[src/source/board_pins_pkg.sv]
// Board pin definitions for the QSFP-DD cages and the I2C input pins
package board_pins_pkg;

    // QSFP-DD cages on the board
    localparam int CAGE_COUNT = 2;

    // Asynchronous board inputs sampled into the pcie_clk domain
    localparam int PIN_COUNT = 8;

    // Pin order, most significant bit first
    // Status pins are active low and pulled up on the board
    typedef struct packed {
        logic cage0_int_l;
        logic cage0_modprs_l;
        logic cage1_int_l;
        logic cage1_modprs_l;
        logic qsfp_scl;
        logic qsfp_sda;
        logic fpga_scl;
        logic fpga_sda;
    } pin_fields_t;

    // One pin word, read raw by the synchroniser and by name downstream
    typedef union packed {
        logic [PIN_COUNT-1:0] flat;
        pin_fields_t          fields;
    } pin_word_t;

endpackage

[src/source/board_timing_pkg.sv]
// Board timing constants for pin synchronisation and reset stretching
package board_timing_pkg;

    // Flip-flop stages between a board pin and its first use
    localparam int SYNC_STAGES = 2;

    // Cycles the board reset is held once the core reset is gone
    localparam int RESET_HOLD_CYCLES = 20;

    // Stretch counter width, must hold RESET_HOLD_CYCLES
    localparam int RESET_CNT_WIDTH = 5;

endpackage

[src/source/board_io.sv]
// Board pin glue top level joining pin sync, reset stretch, cage control and I2C pads
`timescale 1ns/10ps

module board_io (
    input  logic                                  pcie_clk,
    input  logic                                  reset_i,
    input  logic                                  host_rst_i,
    input  logic [board_pins_pkg::PIN_COUNT-1:0]  pins_async_i,
    input  logic                                  fpga_scl_o_i,
    input  logic                                  fpga_scl_t_i,
    input  logic                                  fpga_sda_o_i,
    input  logic                                  fpga_sda_t_i,
    input  logic                                  qsfp_scl_o_i,
    input  logic                                  qsfp_scl_t_i,
    input  logic                                  qsfp_sda_o_i,
    input  logic                                  qsfp_sda_t_i,
    output logic [3:0]                            i2c_in_o,
    output logic                                  board_rst_o,
    output logic [board_pins_pkg::CAGE_COUNT-1:0] cage_reset_l_o,
    output logic [board_pins_pkg::CAGE_COUNT-1:0] cage_lpmode_o,
    output logic [board_pins_pkg::CAGE_COUNT-1:0] cage_irq_o,
    output logic [board_pins_pkg::CAGE_COUNT-1:0] cage_ready_o,
    output logic                                  fpga_scl_pull_o,
    output logic                                  fpga_sda_pull_o,
    output logic                                  qsfp_scl_pull_o,
    output logic                                  qsfp_sda_pull_o
);

    import board_pins_pkg::*;

    pin_word_t pins_sync;
    logic      board_rst;

    pin_sync u_pin_sync (
        .pcie_clk     (pcie_clk),
        .reset_i      (reset_i),
        .pins_async_i (pins_async_i),
        .pins_sync_o  (pins_sync)
    );

    reset_stretch u_reset_stretch (
        .pcie_clk    (pcie_clk),
        .reset_i     (reset_i),
        .host_rst_i  (host_rst_i),
        .board_rst_o (board_rst)
    );

    cage_ctrl u_cage_ctrl (
        .pcie_clk       (pcie_clk),
        .reset_i        (reset_i),
        .pins_sync_i    (pins_sync),
        .board_rst_i    (board_rst),
        .cage_reset_l_o (cage_reset_l_o),
        .cage_lpmode_o  (cage_lpmode_o),
        .cage_irq_o     (cage_irq_o),
        .cage_ready_o   (cage_ready_o)
    );

    i2c_pad_ctrl u_i2c_pad_ctrl (
        .pcie_clk        (pcie_clk),
        .reset_i         (reset_i),
        .fpga_scl_o_i    (fpga_scl_o_i),
        .fpga_scl_t_i    (fpga_scl_t_i),
        .fpga_sda_o_i    (fpga_sda_o_i),
        .fpga_sda_t_i    (fpga_sda_t_i),
        .qsfp_scl_o_i    (qsfp_scl_o_i),
        .qsfp_scl_t_i    (qsfp_scl_t_i),
        .qsfp_sda_o_i    (qsfp_sda_o_i),
        .qsfp_sda_t_i    (qsfp_sda_t_i),
        .fpga_scl_pull_o (fpga_scl_pull_o),
        .fpga_sda_pull_o (fpga_sda_pull_o),
        .qsfp_scl_pull_o (qsfp_scl_pull_o),
        .qsfp_sda_pull_o (qsfp_sda_pull_o)
    );

    // Synchronised I2C line levels back to the core, in pin word order
    assign i2c_in_o = {pins_sync.fields.qsfp_scl, pins_sync.fields.qsfp_sda,
                       pins_sync.fields.fpga_scl, pins_sync.fields.fpga_sda};

    assign board_rst_o = board_rst;

endmodule

[src/source/cage_ctrl.sv]
// QSFP-DD cage control for module reset, low-power mode, interrupt and ready
`timescale 1ns/10ps

module cage_ctrl (
    input  logic                                  pcie_clk,
    input  logic                                  reset_i,
    input  board_pins_pkg::pin_word_t             pins_sync_i,
    input  logic                                  board_rst_i,
    output logic [board_pins_pkg::CAGE_COUNT-1:0] cage_reset_l_o,
    output logic [board_pins_pkg::CAGE_COUNT-1:0] cage_lpmode_o,
    output logic [board_pins_pkg::CAGE_COUNT-1:0] cage_irq_o,
    output logic [board_pins_pkg::CAGE_COUNT-1:0] cage_ready_o
);

    import board_pins_pkg::*;

    logic [CAGE_COUNT-1:0] modprs_l;
    logic [CAGE_COUNT-1:0] int_l;
    logic [CAGE_COUNT-1:0] int_l_q;
    logic [CAGE_COUNT-1:0] present;
    logic [CAGE_COUNT-1:0] active;
    logic [CAGE_COUNT-1:0] int_fall;

    // Bit 0 is cage 0
    assign modprs_l = {pins_sync_i.fields.cage1_modprs_l,
                       pins_sync_i.fields.cage0_modprs_l};
    assign int_l    = {pins_sync_i.fields.cage1_int_l,
                       pins_sync_i.fields.cage0_int_l};

    assign present  = ~modprs_l;
    // Module plugged in and board out of reset
    assign active   = present & {CAGE_COUNT{~board_rst_i}};
    assign int_fall = int_l_q & ~int_l;

    always_ff @(posedge pcie_clk) begin
        if (reset_i) begin
            int_l_q        <= '1;
            cage_reset_l_o <= '0;
            cage_lpmode_o  <= '1;
            cage_irq_o     <= '0;
            cage_ready_o   <= '0;
        end else begin
            int_l_q        <= int_l;
            cage_reset_l_o <= active;
            // Empty cage stays in low-power mode
            cage_lpmode_o  <= modprs_l;
            cage_irq_o     <= int_fall & active;
            // Ready one cycle behind the released module reset
            cage_ready_o   <= cage_reset_l_o;
        end
    end

endmodule

[src/source/i2c_pad_ctrl.sv]
// Registered open-drain drive for the board and cage I2C buses
`timescale 1ns/10ps

module i2c_pad_ctrl (
    input  logic pcie_clk,
    input  logic reset_i,
    input  logic fpga_scl_o_i,
    input  logic fpga_scl_t_i,
    input  logic fpga_sda_o_i,
    input  logic fpga_sda_t_i,
    input  logic qsfp_scl_o_i,
    input  logic qsfp_scl_t_i,
    input  logic qsfp_sda_o_i,
    input  logic qsfp_sda_t_i,
    output logic fpga_scl_pull_o,
    output logic fpga_sda_pull_o,
    output logic qsfp_scl_pull_o,
    output logic qsfp_sda_pull_o
);

    // Lines packed as qsfp scl, qsfp sda, fpga scl, fpga sda
    logic [3:0] line_o_q;
    logic [3:0] line_t_q;
    logic [3:0] pull;

    // Pads start released
    always_ff @(posedge pcie_clk) begin
        if (reset_i) begin
            line_t_q <= '1;
        end else begin
            line_t_q <= {qsfp_scl_t_i, qsfp_sda_t_i, fpga_scl_t_i, fpga_sda_t_i};
        end
    end

    always_ff @(posedge pcie_clk) begin
        line_o_q <= {qsfp_scl_o_i, qsfp_sda_o_i, fpga_scl_o_i, fpga_sda_o_i};
    end

    // Pull low only when driven and driving zero, else the pull-up wins
    assign pull = ~line_t_q & ~line_o_q;

    assign qsfp_scl_pull_o = pull[3];
    assign qsfp_sda_pull_o = pull[2];
    assign fpga_scl_pull_o = pull[1];
    assign fpga_sda_pull_o = pull[0];

endmodule

[src/source/pin_sync.sv]
// Two-stage synchroniser for the board status and I2C input pins
`timescale 1ns/10ps

module pin_sync (
    input  logic                                 pcie_clk,
    input  logic                                 reset_i,
    input  logic [board_pins_pkg::PIN_COUNT-1:0] pins_async_i,
    output board_pins_pkg::pin_word_t            pins_sync_o
);

    import board_pins_pkg::*;
    import board_timing_pkg::*;

    // Stage 0 samples the pads, last stage feeds the consumers
    pin_word_t sync_q [SYNC_STAGES];

    always_ff @(posedge pcie_clk) begin
        if (reset_i) begin
            // All ones is the idle level of the pulled-up pins
            for (int i = 0; i < SYNC_STAGES; i++) begin
                sync_q[i].flat <= '1;
            end
        end else begin
            sync_q[0].flat <= pins_async_i;
            for (int i = 1; i < SYNC_STAGES; i++) begin
                sync_q[i] <= sync_q[i-1];
            end
        end
    end

    assign pins_sync_o = sync_q[SYNC_STAGES-1];

endmodule

[src/source/reset_stretch.sv]
// Board reset stretcher that holds reset for a settle time after core reset
`timescale 1ns/10ps

module reset_stretch (
    input  logic pcie_clk,
    input  logic reset_i,
    input  logic host_rst_i,
    output logic board_rst_o
);

    import board_timing_pkg::*;

    logic [RESET_CNT_WIDTH-1:0] hold_cnt_q;

    // Either reset reloads the full hold time
    // Count runs down to zero once both resets are low
    always_ff @(posedge pcie_clk) begin
        if (reset_i || host_rst_i) begin
            hold_cnt_q <= RESET_CNT_WIDTH'(RESET_HOLD_CYCLES);
        end else if (hold_cnt_q != '0) begin
            hold_cnt_q <= hold_cnt_q - 1'b1;
        end
    end

    // Cages stay in reset until the count runs out
    assign board_rst_o = (hold_cnt_q != '0);

endmodule

[config.mk]
export PLATFORM = sky130hd
export DESIGN_NAME = board_io
export DESIGN_NICKNAME = d
export VERILOG_FILES = /design/src/source/board_pins_pkg.sv /design/src/source/board_timing_pkg.sv /design/src/source/board_io.sv /design/src/source/cage_ctrl.sv /design/src/source/i2c_pad_ctrl.sv /design/src/source/pin_sync.sv /design/src/source/reset_stretch.sv
export SDC_FILE = /design/constraint.sdc
export NUM_CORES = 1
export LEC_CHECK = 0
export ABC_AREA = 1
export CORE_MARGIN = 5
export CORE_UTILIZATION = 25
export DETAILED_ROUTE_END_ITERATION = 12
export DONT_BUFFER_PORTS = 1
export PLACE_DENSITY_LB_ADDON = 0.05
export SLEW_MARGIN = 20
export SYNTH_ARGS = -nofsm -noshare
export SYNTH_HDL_FRONTEND = slang
export SYNTH_HIERARCHICAL = 1
export SYNTH_SLANG_ARGS = --single-unit
[constraint.sdc]
create_clock -name pcie_clk -period 1.6 [get_ports pcie_clk]
set_input_delay 0.32 -clock pcie_clk [delete_from_list [all_inputs] [get_ports pcie_clk]]
set_output_delay 0.32 -clock pcie_clk [all_outputs]
set_load 0.02 [all_outputs]
# Word-level counts from Yosys, hierarchy flattened
# Memory sizes are Yosys's and may differ from the RTL's.
# Index checks and enable logic that the tools add are counted.
[op_classes]
add_sub_neg = 1
n_mux = 5
bitwise = 11
n_reduce_logical = 2
[op_table]
columns = ["op", "count"]
rows = [
  ["8-bit 2-to-1 mux", 2],
  ["4-bit NOT", 2],
  ["2-bit bitwise AND", 3],
  ["5-bit nonzero test", 1],
  ["5-bit by 1-bit subtractor with 5-bit output (second input constant)", 1],
  ["4-bit bitwise AND", 1],
  ["2-bit NOT", 2],
  ["1-bit 2-to-1 mux", 3],
  ["1-bit bitwise OR", 2],
  ["1-bit logical OR", 1],
  ["1-bit NOT", 1],
]
[word_totals]
reg_bits = 23
ramBits = 16
output_inout_bits = 17
elab_cells = 28
memories = 1
[memory_table]
columns = ["memory", "words", "width", "read_ports", "rd_clocked_by_memory_dff", "wr", "line_no", "rtl"]
rows = [
  ["u_pin_sync.sync_q", 2, 8, 2, 0, 2, "pin_sync.sv:15", "pin_word_t sync_q [SYNC_STAGES];"],
]

# Longest topological paths before layout
[depth]
ltp_word = 4
depth_mapped = 8

# Cells and area by module
# The synthesis kept the hierarchy.
[by_module_without_submodules]
columns = ["module", "n_inst", "cells_each", "area_each_um2", "seq_area_each_um2"]
rows = [
  ["pin_sync", 1, 58, 515.5, 320.3],
  ["reset_stretch", 1, 40, 295.3, 100.1],
  ["cage_ctrl", 1, 31, 284.0, 200.2],
  ["i2c_pad_ctrl", 1, 21, 211.5, 160.2],
]

# Worst setup path before layout
# OpenSTA, ideal clock, no wires.
[synth_path]
path_type = "register to output"
from = "register u_reset_stretch.hold_cnt_q[0]"
to = "output port board_rst_o"
arrival_ns = 0.866
setup_slack_ns = 0.414
path_stages_with_launch = 6
n_path_buf = 0
cell_sequence = "dfxtp_1 > inv_1 > ha_1 > inv_1 > nor2_4 > nand2_4"
[synth_between]
elab_chain_len = 1
[synth_lines]
columns = ["item", "line_no", "rtl"]
rows = [
  ["start, declared", "reset_stretch.sv:13", "logic [RESET_CNT_WIDTH-1:0] hold_cnt_q;"],
  ["start signal, assigned", "reset_stretch.sv:19", "hold_cnt_q <= RESET_CNT_WIDTH'(RESET_HOLD_CYCLES);"],
  ["start signal, assigned", "reset_stretch.sv:21", "hold_cnt_q <= hold_cnt_q - 1'b1;"],
  ["5-bit nonzero test", "reset_stretch.sv:26", "assign board_rst_o = (hold_cnt_q != '0);"],
  ["end, declared", "board_io.sv:18", "output logic board_rst_o,"],
]
# No other way between the ends.

# Worst setup path after layout
# Ends and elaborated chain as after synthesis.

==> summary.txt <==
Detailed routing
  – DR vias/cell: 3.58
  – Drt pass-1 iters: 3
  – DR WL/cell: 9.85 microns
  – Post-Route WL: 2170 microns
  – Via count: 787
  – DRC Markers: 0
  – Antenna viol nets, final: 0
  – 1st-iter DRT viols: 29

Timing
  – Worst slew pin tran: 0.414 ns
  – Hold slack final: 0.0628 ns
  – Final period demand of the worst path: 1.49 ns
  – Final setup fails: 0
  – TNS Setup: 0 ns
  – Relative slew margins: 0.723
  – Final period utilization: 0.929
  – Fmax: 673 MHz
  – RSZ-0062 raised after global routing: false
  – Final Slew Violations: 0
  – Max Clock Skew: 0.00195 ns
  – Fin. Hold Viols: 0

Finish
  – Footprint of the multi-input gates: 325 sq um
  – Final instance area: 1430 sq um
  – Filler cells: 581
  – Area growth syn-to-layout: 9.67%
  – Sequential Area: 781 sq um
  – Fin nets: 170
  – Number of diodes: 0
  – Fin util: 0.281
  – Share of post-route cells with drive strength above 1: 0.140

Critical path
  – Critical path fanouts, max: 6
  – Crit path required time: 1.28 ns
  – Crit Path Class: register to output port
  – Startpoint Class: register
  – WP data arrival: 1.17 ns
  – Worst setup EP type: output port

Worst hold path
  – HP Class: input pin to register

Yosys
  – Ys Warns: 6
  – Sequential-to-total area share from yosys stat: 0.598
  – XOR/XNOR Fraction of Synth Area: 0
  – Post-Synth Simple-Gate Area: 0.205
  – Largest family of logic cells by synthesized area: simple AND/OR/NAND/NOR gates
  – Post-Syn Area: 1310 sq um
  – Compound-Gate Fraction of Synth Area: 0.0230
  – Post-Syn Instances: 150
  – Avg Cell Area, Syn: 8.71 sq um
  – Post-synth cell types: 17
  – Post-synthesis mux area share: 0
  – Syn_nets: 171
  – Seq cells post-synth: 39
  – Post-Synth Adder-Cell Area: 0.0192

GRT
  – Vias in the first global route: 784
  – GRT overflow: 0
  – Initial antenna violation count: 0
  – Largest net degree at the start of global routing: 17
  – Gr usage total: 0.0734
  – First-pass GRT wire length: 3530 microns

Run status
  – Status: finished clean

Clocking
  – Clock sinks: 39
  – H-tree Lvls: 2
  – Worst-path clk slew: 0.07 ns
  – Worst skew pair latency: 0.28 ns
  – Root Buffer: clkbuf_8
  – Hold-fix buffers, CTS: 0
  – Num CTS Buffers: 5
  – CTS tree: done
  – Clock Path Buffers: 2

Floorplanning
  – Die H: 82.3 microns
  – Die Wd: 82.3 microns
  – Starting Density: 0.256
  – I/O Pins: 36
  – Die ar.: 6770 sq um
  – Core box area: 5110 sq um
  – Site Rows: 26

Run
  – Max Cap Viol: 0

Placement
  – HPWL after DPL: 1630 microns
  – Post-DP Area: 1320 sq um
  – IO buf count: 0
  – Placer Congestion: 0.692

Power
  – Power Dens Cells: 1270 nW/um^2
  – Leakage: 0.718 nW
  – Maximum VDD drop: 0.000444 V
==> layout by cell type, fill, tap and decap left out, drive strengths merged <==
| master | Yosys | layout |
|---|---|---|
| a21boi | 1 | 1 |
| inv | 35 | 35 |
| a21oi | 2 | 2 |
| ha | 2 | 2 |
| nand2 | 35 | 35 |
| buf | 9 | 1 |
| dfxtp | 39 | 39 |
| nand3 | 5 | 5 |
| nor2 | 19 | 19 |
| or2 | 2 | 2 |
| o21ai | 1 | 1 |
| clkbuf | 0 | 8 |
==> worst max-delay path: stages, from the launching register on <==
cell	delay [ns]
dfxtp_1	0.31
inv_2	0.09
ha_2	0.18
inv_1	0.06
nor2_4	0.13
nand2_4	0.11
==> Yosys cell counts <==
library cell / instances / area, sq um
nand2_2: 2 / 12.5
nor2_1: 17 / 63.8
nand2_4: 1 / 11.3
nor2_4: 2 / 22.5
inv_2: 3 / 11.3
dfxtp_1: 39 / 781
o21ai_2: 1 / 8.76
nand3_1: 5 / 25.0
ha_1: 2 / 25.0
a21oi_2: 1 / 8.76
buf_6: 1 / 11.3
a21boi_1: 1 / 7.51
nand2_1: 32 / 120
or2_1: 2 / 12.5
a21oi_1: 1 / 5.00
inv_1: 32 / 120
buf_4: 8 / 60.1
==> cell families (layout without fill, tap and decap cells) <==
family	after synthesis	count (layout)
and+or+nand+nor	61	61
AOI/OAI and AO/OA	4	4
DFF	39	39
buffers and inverters	44	44
adders and majority gates	2	2
==> routing by layer <==
metal | up-vias | wire length, microns | global-route usage
met1 | 350 | 877 | 0.0736
li1 | 414 | - | -
met2 | 19 | 1110 | 0.119
met4 | 0 | 34 | 0.0399
met5 | - | 0 | 0
met3 | 4 | 147 | 0.0423
==> what timing repair did <==
item / CTS / global route
gates resized for setup: 0 / 3
endpoints found under the setup margin: 0 / 1
buffers inserted: 0 / 1
==> metrics by stage <==
| step | worst slack [ns] | power [W] | instances |
|---|---|---|---|
| floorplan | 0.414 | 0.00114 | 150 |
| global placement | 0.352 | 0.00114 | 211 |
| detailed placement | 0.310 | 0.00114 | 211 |
| CTS | 0.00864 | 0.00187 | 219 |
| global route | 0.0199 | 0.00194 | 220 |
| finish | 0.114 | 0.00183 | 220 |
==> area by class of cell <==
class / instances / share of cell area
sequential: 39 / 0.545
multi-input combinational: 67 / 0.227
inverter: 35 / 0.0917
clock buffer: 8 / 0.0699
tap: 70 / 0.0611
timing repair buffer: 1 / 0.00524
==> flip-flops by register name, indices dropped and copies added (netlist names) <==
register                    flops
u_i2c_pad_ctrl/line_t_q         4
u_cage_ctrl/cage_irq_o          2
u_cage_ctrl/cage_ready_o        2
u_cage_ctrl/cage_reset_l_o      2
u_cage_ctrl/int_l_q             2
u_cage_ctrl/cage_lpmode_o       2
u_i2c_pad_ctrl/line_o_q         4
u_reset_stretch/hold_cnt_q      5
u_pin_sync/sync_q              16
==> where the power goes <==
| part | total, W | switching (W) | internal (W) | leakage [nW] |
|---|---|---|---|---|
| logic | 0.0000860 | 0.0000563 | 0.0000297 | 0.344 |
| registers | 0.00103 | 0.0000215 | 0.00101 | 0.322 |
| clock network | 0.000709 | 0.000316 | 0.000393 | 0.0515 |
==> path summary, 6_finish.rpt <==
path / start / end / slack [ns] / cells past startpoint
max: u_reset_stretch/hold_cnt_q[0] / board_rst_o / 0.11 / 5
min: fpga_sda_o_i / u_i2c_pad_ctrl/line_o_q[0] / 0.06 / 0
max reg2reg: u_reset_stretch/hold_cnt_q[0] / u_cage_ctrl/cage_irq_o[0] / 0.38 / 8
min reg2reg: u_pin_sync/sync_q[0][6] / u_pin_sync/sync_q[0][14] / 0.40 / 2
Power figures use the tool's default switching activity.
